## src/hw/ilk_tx_pkg.sv

```systemverilog
package ilk_tx_pkg;

	//////////////////////////////////////////////////////////////////////
	// sizes

	localparam int NUM_CHANS = 4;
	localparam int CHAN_IDX_W = $clog2(NUM_CHANS);
	localparam int DAT_WORDS = 4;

	// wide enough to hold 0 up to DAT_WORDS inclusive
	localparam int LOG_DAT_WORDS = 3;

	localparam int CNT_W = 32;
	localparam int REG_W = 32;

	//////////////////////////////////////////////////////////////////////
	// beats and configuration

	typedef struct packed {
		logic [LOG_DAT_WORDS-1:0] num_words;
		logic [64*DAT_WORDS-1:0] words;
		logic sop;
		logic [3:0] eopbits;
	} ilk_beat_t;

	typedef struct packed {
		ilk_beat_t beat;
		logic [7:0] chan;
	} ilk_out_beat_t;

	typedef struct packed {
		logic [NUM_CHANS-1:0] chan_enables;
		logic [NUM_CHANS-1:0][7:0] chan_id;
	} ilk_arb_cfg_t;

	// register map, addresses 5 and 6 are unused
	typedef enum logic [3:0] {
		REG_ENABLES = 4'd0,
		REG_CHAN_ID0 = 4'd1,
		REG_CHAN_ID1 = 4'd2,
		REG_CHAN_ID2 = 4'd3,
		REG_CHAN_ID3 = 4'd4,
		REG_CNT_CLEAR = 4'd7,
		REG_CNT0 = 4'd8,
		REG_CNT1 = 4'd9,
		REG_CNT2 = 4'd10,
		REG_CNT3 = 4'd11
	} ilk_reg_addr_e;

endpackage

```

## src/hw/ilk_rr_arbiter.sv

```systemverilog
`timescale 1ns/100ps

module ilk_rr_arbiter (
	// only used to sample the assertion
	input logic clk,
	input logic [ilk_tx_pkg::NUM_CHANS-1:0] req,
	input logic [ilk_tx_pkg::NUM_CHANS-1:0] base,
	output logic [ilk_tx_pkg::NUM_CHANS-1:0] grant
);

	logic [2*ilk_tx_pkg::NUM_CHANS-1:0] req_dbl;
	logic [2*ilk_tx_pkg::NUM_CHANS-1:0] base_dbl;
	logic [2*ilk_tx_pkg::NUM_CHANS-1:0] grant_dbl;

	// two copies of the requests side by side, so the search can wrap
	// past the top channel into the second copy
	assign req_dbl = {req, req};
	assign base_dbl = {{ilk_tx_pkg::NUM_CHANS{1'b0}}, base};

	// subtracting the base borrows through every idle position up to the
	// first requester at or above it; that requester is the only bit
	// that is set in the request and cleared in the difference
	assign grant_dbl = req_dbl & ~(req_dbl - base_dbl);

	// fold the upper copy back onto the channel positions
	assign grant = grant_dbl[ilk_tx_pkg::NUM_CHANS-1:0]
		| grant_dbl[2*ilk_tx_pkg::NUM_CHANS-1:ilk_tx_pkg::NUM_CHANS];

	//////////////////////////////////////////////////////////////////////
	// checks

	// holds as long as the base stays one-hot
	a_grant_onehot: assert property (@(posedge clk) $onehot0(grant))
		else $error("arbiter grant is not one-hot: %b", grant);

endmodule

```

## src/hw/ilk_tx_arb_regs.sv

```systemverilog
`timescale 1ns/100ps

module ilk_tx_arb_regs (
	input logic clk,
	input logic arst,

	// write side
	input logic cfg_wr,
	input ilk_tx_pkg::ilk_reg_addr_e cfg_addr,
	input logic [ilk_tx_pkg::REG_W-1:0] cfg_wdata,

	// combinational read-back
	input ilk_tx_pkg::ilk_reg_addr_e cfg_rd_addr,
	output logic [ilk_tx_pkg::REG_W-1:0] cfg_rdata,

	output ilk_tx_pkg::ilk_arb_cfg_t cfg,
	output logic cnt_clear,
	input logic [ilk_tx_pkg::CNT_W-1:0] word_cnt [ilk_tx_pkg::NUM_CHANS]
);

	// every channel starts disabled, identifiers start at the channel index
	always_ff @(posedge clk or posedge arst) begin
		if (arst) begin
			cfg.chan_enables <= '0;
			for (int n = 0; n < ilk_tx_pkg::NUM_CHANS; n++) begin
				cfg.chan_id[n] <= 8'(n);
			end
			cnt_clear <= 1'b0;
		end else begin
			cnt_clear <= cfg_wr && (cfg_addr == ilk_tx_pkg::REG_CNT_CLEAR);
			if (cfg_wr) begin
				case (cfg_addr)
					ilk_tx_pkg::REG_ENABLES:
						cfg.chan_enables <= cfg_wdata[ilk_tx_pkg::NUM_CHANS-1:0];
					ilk_tx_pkg::REG_CHAN_ID0: cfg.chan_id[0] <= cfg_wdata[7:0];
					ilk_tx_pkg::REG_CHAN_ID1: cfg.chan_id[1] <= cfg_wdata[7:0];
					ilk_tx_pkg::REG_CHAN_ID2: cfg.chan_id[2] <= cfg_wdata[7:0];
					ilk_tx_pkg::REG_CHAN_ID3: cfg.chan_id[3] <= cfg_wdata[7:0];
					default: ;
				endcase
			end
		end
	end

	// unmapped addresses and the clear strobe read as zero
	always_comb begin
		cfg_rdata = '0;
		case (cfg_rd_addr)
			ilk_tx_pkg::REG_ENABLES: cfg_rdata[ilk_tx_pkg::NUM_CHANS-1:0] = cfg.chan_enables;
			ilk_tx_pkg::REG_CHAN_ID0: cfg_rdata[7:0] = cfg.chan_id[0];
			ilk_tx_pkg::REG_CHAN_ID1: cfg_rdata[7:0] = cfg.chan_id[1];
			ilk_tx_pkg::REG_CHAN_ID2: cfg_rdata[7:0] = cfg.chan_id[2];
			ilk_tx_pkg::REG_CHAN_ID3: cfg_rdata[7:0] = cfg.chan_id[3];
			ilk_tx_pkg::REG_CNT0: cfg_rdata = word_cnt[0];
			ilk_tx_pkg::REG_CNT1: cfg_rdata = word_cnt[1];
			ilk_tx_pkg::REG_CNT2: cfg_rdata = word_cnt[2];
			ilk_tx_pkg::REG_CNT3: cfg_rdata = word_cnt[3];
			default: cfg_rdata = '0;
		endcase
	end

endmodule

```

## src/hw/ilk_tx_arb_top.sv

```systemverilog
`timescale 1ns/100ps

module ilk_tx_arb_top (
	input logic clk,
	input logic arst,

	// register port
	input logic cfg_wr,
	input ilk_tx_pkg::ilk_reg_addr_e cfg_addr,
	input logic [ilk_tx_pkg::REG_W-1:0] cfg_wdata,
	input ilk_tx_pkg::ilk_reg_addr_e cfg_rd_addr,
	output logic [ilk_tx_pkg::REG_W-1:0] cfg_rdata,

	// channel sources
	input ilk_tx_pkg::ilk_beat_t src_beat [ilk_tx_pkg::NUM_CHANS],
	input logic [ilk_tx_pkg::NUM_CHANS-1:0] src_valid,
	output logic [ilk_tx_pkg::NUM_CHANS-1:0] src_ready,

	// merged output
	output ilk_tx_pkg::ilk_out_beat_t out_beat,
	output logic out_valid,
	input logic out_ready
);

	ilk_tx_pkg::ilk_arb_cfg_t cfg;
	logic cnt_clear;
	logic [ilk_tx_pkg::CNT_W-1:0] word_cnt [ilk_tx_pkg::NUM_CHANS];

	ilk_tx_arb_regs u_regs (
		.clk(clk),
		.arst(arst),
		.cfg_wr(cfg_wr),
		.cfg_addr(cfg_addr),
		.cfg_wdata(cfg_wdata),
		.cfg_rd_addr(cfg_rd_addr),
		.cfg_rdata(cfg_rdata),
		.cfg(cfg),
		.cnt_clear(cnt_clear),
		.word_cnt(word_cnt)
	);

	// counts what the sources actually hand over
	ilk_tx_word_counter u_word_counter (
		.clk(clk),
		.arst(arst),
		.cnt_clear(cnt_clear),
		.src_beat(src_beat),
		.src_valid(src_valid),
		.src_ready(src_ready),
		.word_cnt(word_cnt)
	);

	ilk_tx_chan_arbiter u_chan_arbiter (
		.clk(clk),
		.arst(arst),
		.cfg(cfg),
		.src_beat(src_beat),
		.src_valid(src_valid),
		.src_ready(src_ready),
		.out_beat(out_beat),
		.out_valid(out_valid),
		.out_ready(out_ready)
	);

endmodule

```

## src/hw/ilk_tx_chan_arbiter.sv

```systemverilog
`timescale 1ns/100ps

module ilk_tx_chan_arbiter (
	input logic clk,
	input logic arst,

	input ilk_tx_pkg::ilk_arb_cfg_t cfg,

	// channel sources
	input ilk_tx_pkg::ilk_beat_t src_beat [ilk_tx_pkg::NUM_CHANS],
	input logic [ilk_tx_pkg::NUM_CHANS-1:0] src_valid,
	output logic [ilk_tx_pkg::NUM_CHANS-1:0] src_ready,

	// merged output
	output ilk_tx_pkg::ilk_out_beat_t out_beat,
	output logic out_valid,
	input logic out_ready
);

	logic [ilk_tx_pkg::NUM_CHANS-1:0] qual_req;
	logic [ilk_tx_pkg::NUM_CHANS-1:0] base;
	logic [ilk_tx_pkg::NUM_CHANS-1:0] grant;
	logic [ilk_tx_pkg::NUM_CHANS-1:0] grant_w;
	logic [ilk_tx_pkg::CHAN_IDX_W-1:0] enc_grant;
	logic [ilk_tx_pkg::CHAN_IDX_W-1:0] enc_grant_w;
	logic [ilk_tx_pkg::LOG_DAT_WORDS-1:0] out_cnt;
	ilk_tx_pkg::ilk_out_beat_t out_hold;

	//////////////////////////////////////////////////////////////////////
	// request qualification

	// a channel only competes when it is enabled and offers at least one word
	always_ff @(posedge clk or posedge arst) begin
		if (arst) begin
			qual_req <= '0;
		end else begin
			for (int n = 0; n < ilk_tx_pkg::NUM_CHANS; n++) begin
				qual_req[n] <= cfg.chan_enables[n] & src_valid[n]
					& (|src_beat[n].num_words);
			end
		end
	end

	//////////////////////////////////////////////////////////////////////
	// rotating priority

	ilk_rr_arbiter u_rr_arbiter (
		.clk(clk),
		.req(qual_req),
		.base(base),
		.grant(grant_w)
	);

	always_comb begin
		enc_grant_w = '0;
		for (int n = 0; n < ilk_tx_pkg::NUM_CHANS; n++) begin
			if (grant_w[n]) begin
				enc_grant_w = enc_grant_w | n[ilk_tx_pkg::CHAN_IDX_W-1:0];
			end
		end
	end

	// everything here advances together with the output stage
	always_ff @(posedge clk or posedge arst) begin
		if (arst) begin
			base <= {{(ilk_tx_pkg::NUM_CHANS-1){1'b0}}, 1'b1};
			grant <= '0;
			enc_grant <= '0;
		end else if (out_ready) begin
			base <= {base[ilk_tx_pkg::NUM_CHANS-2:0], base[ilk_tx_pkg::NUM_CHANS-1]};
			grant <= grant_w;
			enc_grant <= enc_grant_w;
		end
	end

	// the granted channel is offered a ready only while the output can move
	assign src_ready = grant & {ilk_tx_pkg::NUM_CHANS{out_ready}};

	//////////////////////////////////////////////////////////////////////
	// output stage

	// the count is loaded from exactly the transfer the source sees, so a
	// missing grant or a dropped valid leaves an empty beat behind
	always_ff @(posedge clk or posedge arst) begin
		if (arst) begin
			out_cnt <= '0;
		end else if (out_ready) begin
			if (src_ready[enc_grant] & src_valid[enc_grant]) begin
				out_cnt <= src_beat[enc_grant].num_words;
			end else begin
				out_cnt <= '0;
			end
		end
	end

	always_ff @(posedge clk) begin
		if (out_ready) begin
			out_hold.beat <= src_beat[enc_grant];
			out_hold.chan <= cfg.chan_id[enc_grant];
		end
	end

	always_comb begin
		out_beat = out_hold;
		out_beat.beat.num_words = out_cnt;
	end

	assign out_valid = |out_cnt;

	//////////////////////////////////////////////////////////////////////
	// checks

	a_no_ready_when_disabled: assert property (@(posedge clk) disable iff (arst)
		(src_ready & ~cfg.chan_enables) == '0)
		else $error("src_ready %b raised for a disabled channel", src_ready);

	a_out_stable: assert property (@(posedge clk) disable iff (arst)
		out_valid && !out_ready |=> $stable(out_beat))
		else $error("out_beat changed while stalled");

endmodule

```

## src/hw/ilk_tx_word_counter.sv

```systemverilog
`timescale 1ns/100ps

module ilk_tx_word_counter (
	input logic clk,
	input logic arst,
	input logic cnt_clear,
	input ilk_tx_pkg::ilk_beat_t src_beat [ilk_tx_pkg::NUM_CHANS],
	input logic [ilk_tx_pkg::NUM_CHANS-1:0] src_valid,
	input logic [ilk_tx_pkg::NUM_CHANS-1:0] src_ready,
	output logic [ilk_tx_pkg::CNT_W-1:0] word_cnt [ilk_tx_pkg::NUM_CHANS]
);

	logic [ilk_tx_pkg::NUM_CHANS-1:0] xfer;
	logic [ilk_tx_pkg::CNT_W:0] cnt_sum [ilk_tx_pkg::NUM_CHANS];

	// same transfer rule the sources follow, empty beats do not count
	always_comb begin
		for (int n = 0; n < ilk_tx_pkg::NUM_CHANS; n++) begin
			xfer[n] = src_valid[n] & src_ready[n] & (|src_beat[n].num_words);
			cnt_sum[n] = {1'b0, word_cnt[n]}
				+ (ilk_tx_pkg::CNT_W+1)'(src_beat[n].num_words);
		end
	end

	// a clear wins over a transfer in the same cycle
	always_ff @(posedge clk or posedge arst) begin
		if (arst) begin
			for (int n = 0; n < ilk_tx_pkg::NUM_CHANS; n++) begin
				word_cnt[n] <= '0;
			end
		end else begin
			for (int n = 0; n < ilk_tx_pkg::NUM_CHANS; n++) begin
				if (cnt_clear) begin
					word_cnt[n] <= '0;
				end else if (xfer[n]) begin
					// stick at all ones once the carry comes out
					word_cnt[n] <= cnt_sum[n][ilk_tx_pkg::CNT_W] ? '1
						: cnt_sum[n][ilk_tx_pkg::CNT_W-1:0];
				end
			end
		end
	end

	// the arbiter serves one channel per cycle
	a_single_xfer: assert property (@(posedge clk) disable iff (arst) $onehot0(xfer))
		else $error("transfers on several channels at once: %b", xfer);

endmodule

```

## config.mk

```make
export PLATFORM = sky130hd
export DESIGN_NAME = ilk_tx_arb_top
export DESIGN_NICKNAME = d
export VERILOG_FILES = /design/src/hw/ilk_tx_pkg.sv /design/src/hw/ilk_rr_arbiter.sv /design/src/hw/ilk_tx_arb_regs.sv /design/src/hw/ilk_tx_arb_top.sv /design/src/hw/ilk_tx_chan_arbiter.sv /design/src/hw/ilk_tx_word_counter.sv
export SDC_FILE = /design/constraint.sdc
export NUM_CORES = 1
export LEC_CHECK = 0
export BUFFER_PORTS_ARGS = -buffer_cell sky130_fd_sc_hd__buf_2
export CAP_MARGIN = 20
export CORE_AREA = 5 5 547 549
export DETAILED_ROUTE_END_ITERATION = 10
export DIE_AREA = 0 0 552 554
export PLACE_DENSITY_LB_ADDON = 0.25
export SETUP_SLACK_MARGIN = 0.4
export SLEW_MARGIN = 20
export SYNTH_ARGS = -nofsm -noshare
export SYNTH_HDL_FRONTEND = slang
export SYNTH_SLANG_ARGS = --single-unit
```

## constraint.sdc

```tcl
create_clock -name clk -period 7.35 [get_ports clk]
set_input_delay 1.8375 -clock clk [delete_from_list [all_inputs] [get_ports clk]]
set_output_delay 1.8375 -clock clk [all_outputs]
set_load 0.01 [all_outputs]
```

==> results of run 1 <==
[critical path, stage by stage]
cell and delay [ns]:
buf_2 0.23, nor2b_1 0.61, and3_1 0.84, buf_4 0.32
nand2_1 0.07, o21ai_0 0.10, buf_2 0.19
[state kept, by name, summed over array words and instances (netlist names)]
name / cells
u_chan_arbiter.qual_req: 4
u_chan_arbiter.grant: 4
u_chan_arbiter.enc_grant: 2
u_chan_arbiter.base: 4
u_regs.cfg: 36
u_regs.cnt_clear: 1
u_chan_arbiter.out_cnt: 3
u_word_counter.word_cnt: 128
u_chan_arbiter.out_beat: 269
[layer usage]
metal,track usage,vias to the layer above,wire length [um]
met5,0,-,1180
met3,0.129,808,45500
met1,0.204,13600,109000
li1,-,10700,-
met4,0.0476,178,12100
met2,0.322,2054,143000
[how the worst min path moves through the flow]
stage	cells after the start	slack, ns	start	end
after CTS	2	0.46	u_chan_arbiter.base[2]	u_chan_arbiter.base[3]
after global placement	2	0.46	u_chan_arbiter.base[1]	u_chan_arbiter.base[2]
final	2	0.46	u_chan_arbiter.base[2]	u_chan_arbiter.base[3]
after floorplan	2	0.45	u_chan_arbiter.base[1]	u_chan_arbiter.base[2]
after detailed placement	2	0.48	u_chan_arbiter.base[1]	u_chan_arbiter.base[2]
after global routing	2	0.48	u_chan_arbiter.base[2]	u_chan_arbiter.base[3]
[cell type report]
class,instances,area share
Sequential cell,451,0.314
Multi-Input combinational cell,1225,0.306
Timing Repair Buffer,1411,0.179
Tap cell,3919,0.122
Clock buffer,97,0.0501
Antenna cell,291,0.0181
Clock inverter,32,0.00779
Inverter,37,0.00357
[metrics by stage]
step	instances	setup WS [ns]	util	total power, mW	hold WS, ns
after floorplan	1859	0.577	-	5.25	0.453
after global routing	7244	1.16	0.136	10.9	0.481
final	7463	1.29	0.138	10.4	0.464
after global placement	7043	1.32	0.127	6.97	0.465
after detailed placement	7043	1.31	0.127	7.00	0.477
after CTS	7172	1.29	0.135	10.7	0.458
[layout by cell type, fill, tap and decap left out, drive strengths merged, types with 6 or more instances in the layout]
cell type	Yosys	routed
clkbuf	89	97
nand3b	7	7
nand2	81	81
and2	19	19
a32oi	6	6
a41oi	14	14
nand3	45	45
a21oi	73	73
ha	15	15
inv	36	38
nor3	74	74
nor2b	7	7
edfxtp	269	269
mux2	40	40
a21o	17	17
nor2	91	91
or3	13	13
diode	0	291
a22oi	7	7
nor4	24	24
nand4	30	30
a211oi	27	27
a221oi	6	6
a31oi	53	53
o21a	13	13
or4	6	6
dfrtp	177	177
o21ai	75	75
and3	48	48
buf	57	1411
and4	29	29
mux4	274	274
a311oi	22	22
clkinv	1	24
nor3b	6	6
mux2i	32	32
[power groups by stage]
stage          clock [mW]  sequential (mW)  combinational (mW)
2_1_floorplan           0             3.62                1.63
3_3_place_gp            0             3.64                3.33
3_5_place_dp            0             3.64                3.36
4_1_cts              3.71             3.60                3.36
5_1_grt              3.78             3.63                3.49
6_report             3.56             3.59                3.29
[logic make-up after synthesis]
family                     share of synthesized area
muxes                                          0.270
xor gates and xnor gates                     0.00205
and+or+nand+nor                                0.105
DFF                                            0.492
AOI/OAI and AO/OA                             0.0920
adders and majority gates                     0.0112
buffers and inverters                         0.0279
==> results.ini, run 1 <==
[clock_tree]
hold_buffers = 0
cts_setup_buffers = 0
cts_resized = 0
cts_tree = yes
numCtsBuffers = 74
cts-htree-levels = 3
cts-root-buf = clkbuf_16
clk-insertion-delay-late_ns = 0.77
clock_path_buffers = 4
cts_sinks = 451
path_clk_slew_ns = 0.07

[power]
internal-power_mw = 6.82
power.switching_mw = 3.62
irDropWorstVdd_v = 0.000144
power_density_nw_per_um2 = 259
p_leak_nw = 15.4
p_seq_frac = 0.343
combPwrFrac = 0.315
switching_share = 0.347
clock_power_share = 0.341

[logic_synthesis]
syn_nets = 2983
yosys.area.top_type = edfxtp_1
syn_area_um2 = 25700
synth_top_area_frac = 0.314
postSynthAreaPerCell_um2 = 13.8
synth_area_leaders = edfxtp_1 31%, mux4_2 24%, dfrtp_1 17%
synthArstFlopShare = 0.404
synth_cell_type_count = 76
yosysWarnings = 0
synthFlopType = edfxtp_1
yosysMostFrequentCell = mux4_2
yosysSeqAreaShare = 0.492
synthCells = 1859
synthTopCellsByCount = 274 x mux4_2, 269 x edfxtp_1, 177 x dfrtp_1
synth_edf_count = 269
ys_ff_latch = 451

[worst_setup_path]
critical_path_class = in2out
cp-end-kind = output pin
r2r_start = u_word_counter.word_cnt[64]
crit_path_end = cfg_rdata[18]
cp_max_fo = 22
rrSetupSlack_ns = 3.85
startpoint = cfg_rd_addr[2]
r2r_end = u_word_counter.word_cnt[81]
r2r_cells = 7
crit_required_ns = 5.51
critPathArrivalTime_ns = 4.23
startpoint_type = input pin

[die]
dieArea_um2 = 306000
die_w_um = 552
top_level_ports = 1413
rows = 199
start_util = 0.0876
chipHeight_um = 554
fp.coreArea_um2 = 293000

[cells_and_area]
fillCellCount = 33400
drive_gt1_frac = 0.573
final_area_um2 = 40300
layout.nets = 4324
syn2layout_area_growth_pct = 57.0
multi_input_area_um2 = 12400
seq_area_um2 = 12600

[detailed_routing]
drc = 0
via_count = 27400
vias_per_cell = 3.67
drtPass1Iterations = 5
ant_nets = 0
wl_per_cell_um = 41.7
drtIter0Drc = 2948
wirelength_mm = 311

[global_routing]
overflow = 0
grt_usage = 0.195
grt_pass1_wl_mm = 370
grt_pass1_vias = 25700
grt_max_degree = 121
antenna_found_initial = 433

[sta]
final-setup-viol-count = 0
finalHoldViolations = 0
tightest_slew_ns = 1.11
fmaxAchievable_ghz = 0.165
grt_setup_unrepaired = false
fin_crit_ns = 6.06
clock_skew_ns = 0.0583
final.setup.tns_ns = 0
slew-limit-headroom = 0.259
drv_slew = 0
fin_crit_sh = 0.825

[placed_design]
gp_congestion = 0.959
dp_hpwl_mm = 280
port_buffers = 1388
dpl_cell_area_um2 = 37300

[worst_hold_path]
hold_path_class = reg2reg

[flow_run]
max-cap-violations = 0

[status]
status = complete, no violations

No activity file was read; power rests on OpenSTA's default activity.
==> run 2, diff against run 1 <==
==> constraint.sdc (replaced) <==
create_clock -name clk -period 6.2 [get_ports clk]
set_input_delay 1.55 -clock clk [delete_from_list [all_inputs] [get_ports clk]]
set_output_delay 1.55 -clock clk [all_outputs]
set_load 0.01 [all_outputs]
==> run 2 against run 1 <==
Critical path depth is the same. Largest power group unchanged. Total power increased by 19%. Clock power grew 19%.
==> results.ini, run 2 (same netlist as run 1, synthesis figures left out) <==
[clock_tree]
cts-htree-levels = 3
path_clk_slew_ns = 0.06
cts_setup_buffers = 0
clk-insertion-delay-late_ns = 0.76
cts_resized = 0
hold_buffers = 0
cts-root-buf = clkbuf_16
numCtsBuffers = 74
clock_path_buffers = 4
cts_tree = yes
cts_sinks = 451

[cells_and_area]
layout.nets = 4331
largest_register_ffs = 269
mostFrequentLayoutCells = 1,387 x buf_2, 274 x mux4_2, 269 x edfxtp_1
fillCellCount = 33500
syn2layout_area_growth_pct = 59.7
layout_commonest_cell = buf_2
drive_gt1_frac = 0.574

[placed_design]
gp_congestion = 0.963
dp_hpwl_mm = 279
port_buffers = 1388

[worst_setup_path]
r2r_end = u_word_counter.word_cnt[75]
rrSetupSlack_ns = 2.97
r2r_start = u_word_counter.word_cnt[64]
startpoint_type = input pin
critical_path_class = in2out
cp_max_fo = 28
critPathArrivalTime_ns = 3.68
r2r_cells = 7
crit_required_ns = 4.65
cp-end-kind = output pin

[sta]
final-setup-viol-count = 0
slew-limit-headroom = 0.280
clock_skew_ns = 0.0601
fmaxAchievable_ghz = 0.191
finalHoldViolations = 0
fin_crit_ns = 5.23
fin_crit_sh = 0.844
final.setup.tns_ns = 0
drv_slew = 0
hold_ws_ns = 0.472
grt_setup_unrepaired = false
tightest_slew_ns = 1.07

[global_routing]
grt_max_degree = 109
grt_pass1_wl_mm = 369
grt_usage = 0.194
grt_pass1_vias = 25800
antenna_found_initial = 454
overflow = 0

[worst_hold_path]
hold_path_class = reg2reg
holdPathEnd = u_chan_arbiter.base[3]
holdPathStages = 2
hold_start = u_chan_arbiter.base[2]

[die]
rows = 199
chipHeight_um = 554
start_util = 0.0876
die_w_um = 552
top_level_ports = 1413
dieArea_um2 = 306000
fp.coreArea_um2 = 293000

[detailed_routing]
drtIter0Drc = 3337
wirelength_mm = 311
wl_per_cell_um = 40.3
via_count = 28000
drc = 0
ant_nets = 0
vias_per_cell = 3.63
drtPass1Iterations = 6

[power]
p_leak_nw = 15.5
power_density_nw_per_um2 = 302
irDropWorstVdd_v = 0.000185

[status]
status = complete, no violations

[flow_run]
max-cap-violations = 0

==> run 2: worst max-delay path by stage <==
stage | to | start
detailed placement | cfg_rdata[11] | cfg_rd_addr[3]
global route | cfg_rdata[11] | cfg_rd_addr[3]
CTS | cfg_rdata[11] | cfg_rd_addr[3]
floorplan | cfg_rdata[11] | cfg_rd_addr[3]
finish | cfg_rdata[11] | cfg_rd_addr[3]
global placement | cfg_rdata[11] | cfg_rd_addr[3]
==> run 2: where the power goes <==
group / total, mW / internal (mW) / switching [mW]
logic: 3.93 / 1.76 / 2.17
clock network: 4.23 / 2.47 / 1.75
registers: 4.25 / 3.87 / 0.377
==> run 2: routing by layer <==
layer,wire length (um),global-route usage,share of wire,vias up
met1,102000,0.195,0.33,13900
met2,141000,0.306,0.45,2112
met4,12500,0.0677,0.040,176
li1,-,-,-,11000
met5,1140,0,0.0036,-
met3,55400,0.151,0.18,798
==> run 2: layout make-up <==
| class | instances | area [um^2] | area share |
|---|---|---|---|
| multi-input cells | 1225 | 12400 | 0.301 |
| inverters | 37 | 143 | 0.00348 |
| clock inverters | 24 | 203 | 0.00494 |
| diodes | 543 | 1360 | 0.0331 |
| clock buffers | 106 | 2130 | 0.0520 |
| repair buffers | 1418 | 7280 | 0.177 |
| flip-flops and latches | 451 | 12600 | 0.308 |
| well taps | 3919 | 4900 | 0.119 |
==> run 2: stage by stage <==
stage               cell area [um^2]  utilization  total power [mW]  std cells  worst slack [ns]
floorplan                      25700            -              6.23       1859              1.60
global placement               37300        0.127              8.29       7050              1.00
detailed placement             37300        0.127              8.33       7050              1.01
CTS                            39700        0.135              12.7       7180             0.994
global route                   40100        0.137              13.0       7348             0.866
finish                         41000        0.140              12.4       7723             0.967
==> run 2: worst max-delay path: stages <==
cell	delay, ns
buf_2	0.38
nor2b_1	0.56
and3_1	0.23
buf_4	0.33
nand2_1	0.08
o21ai_0	0.25
buf_2	0.25
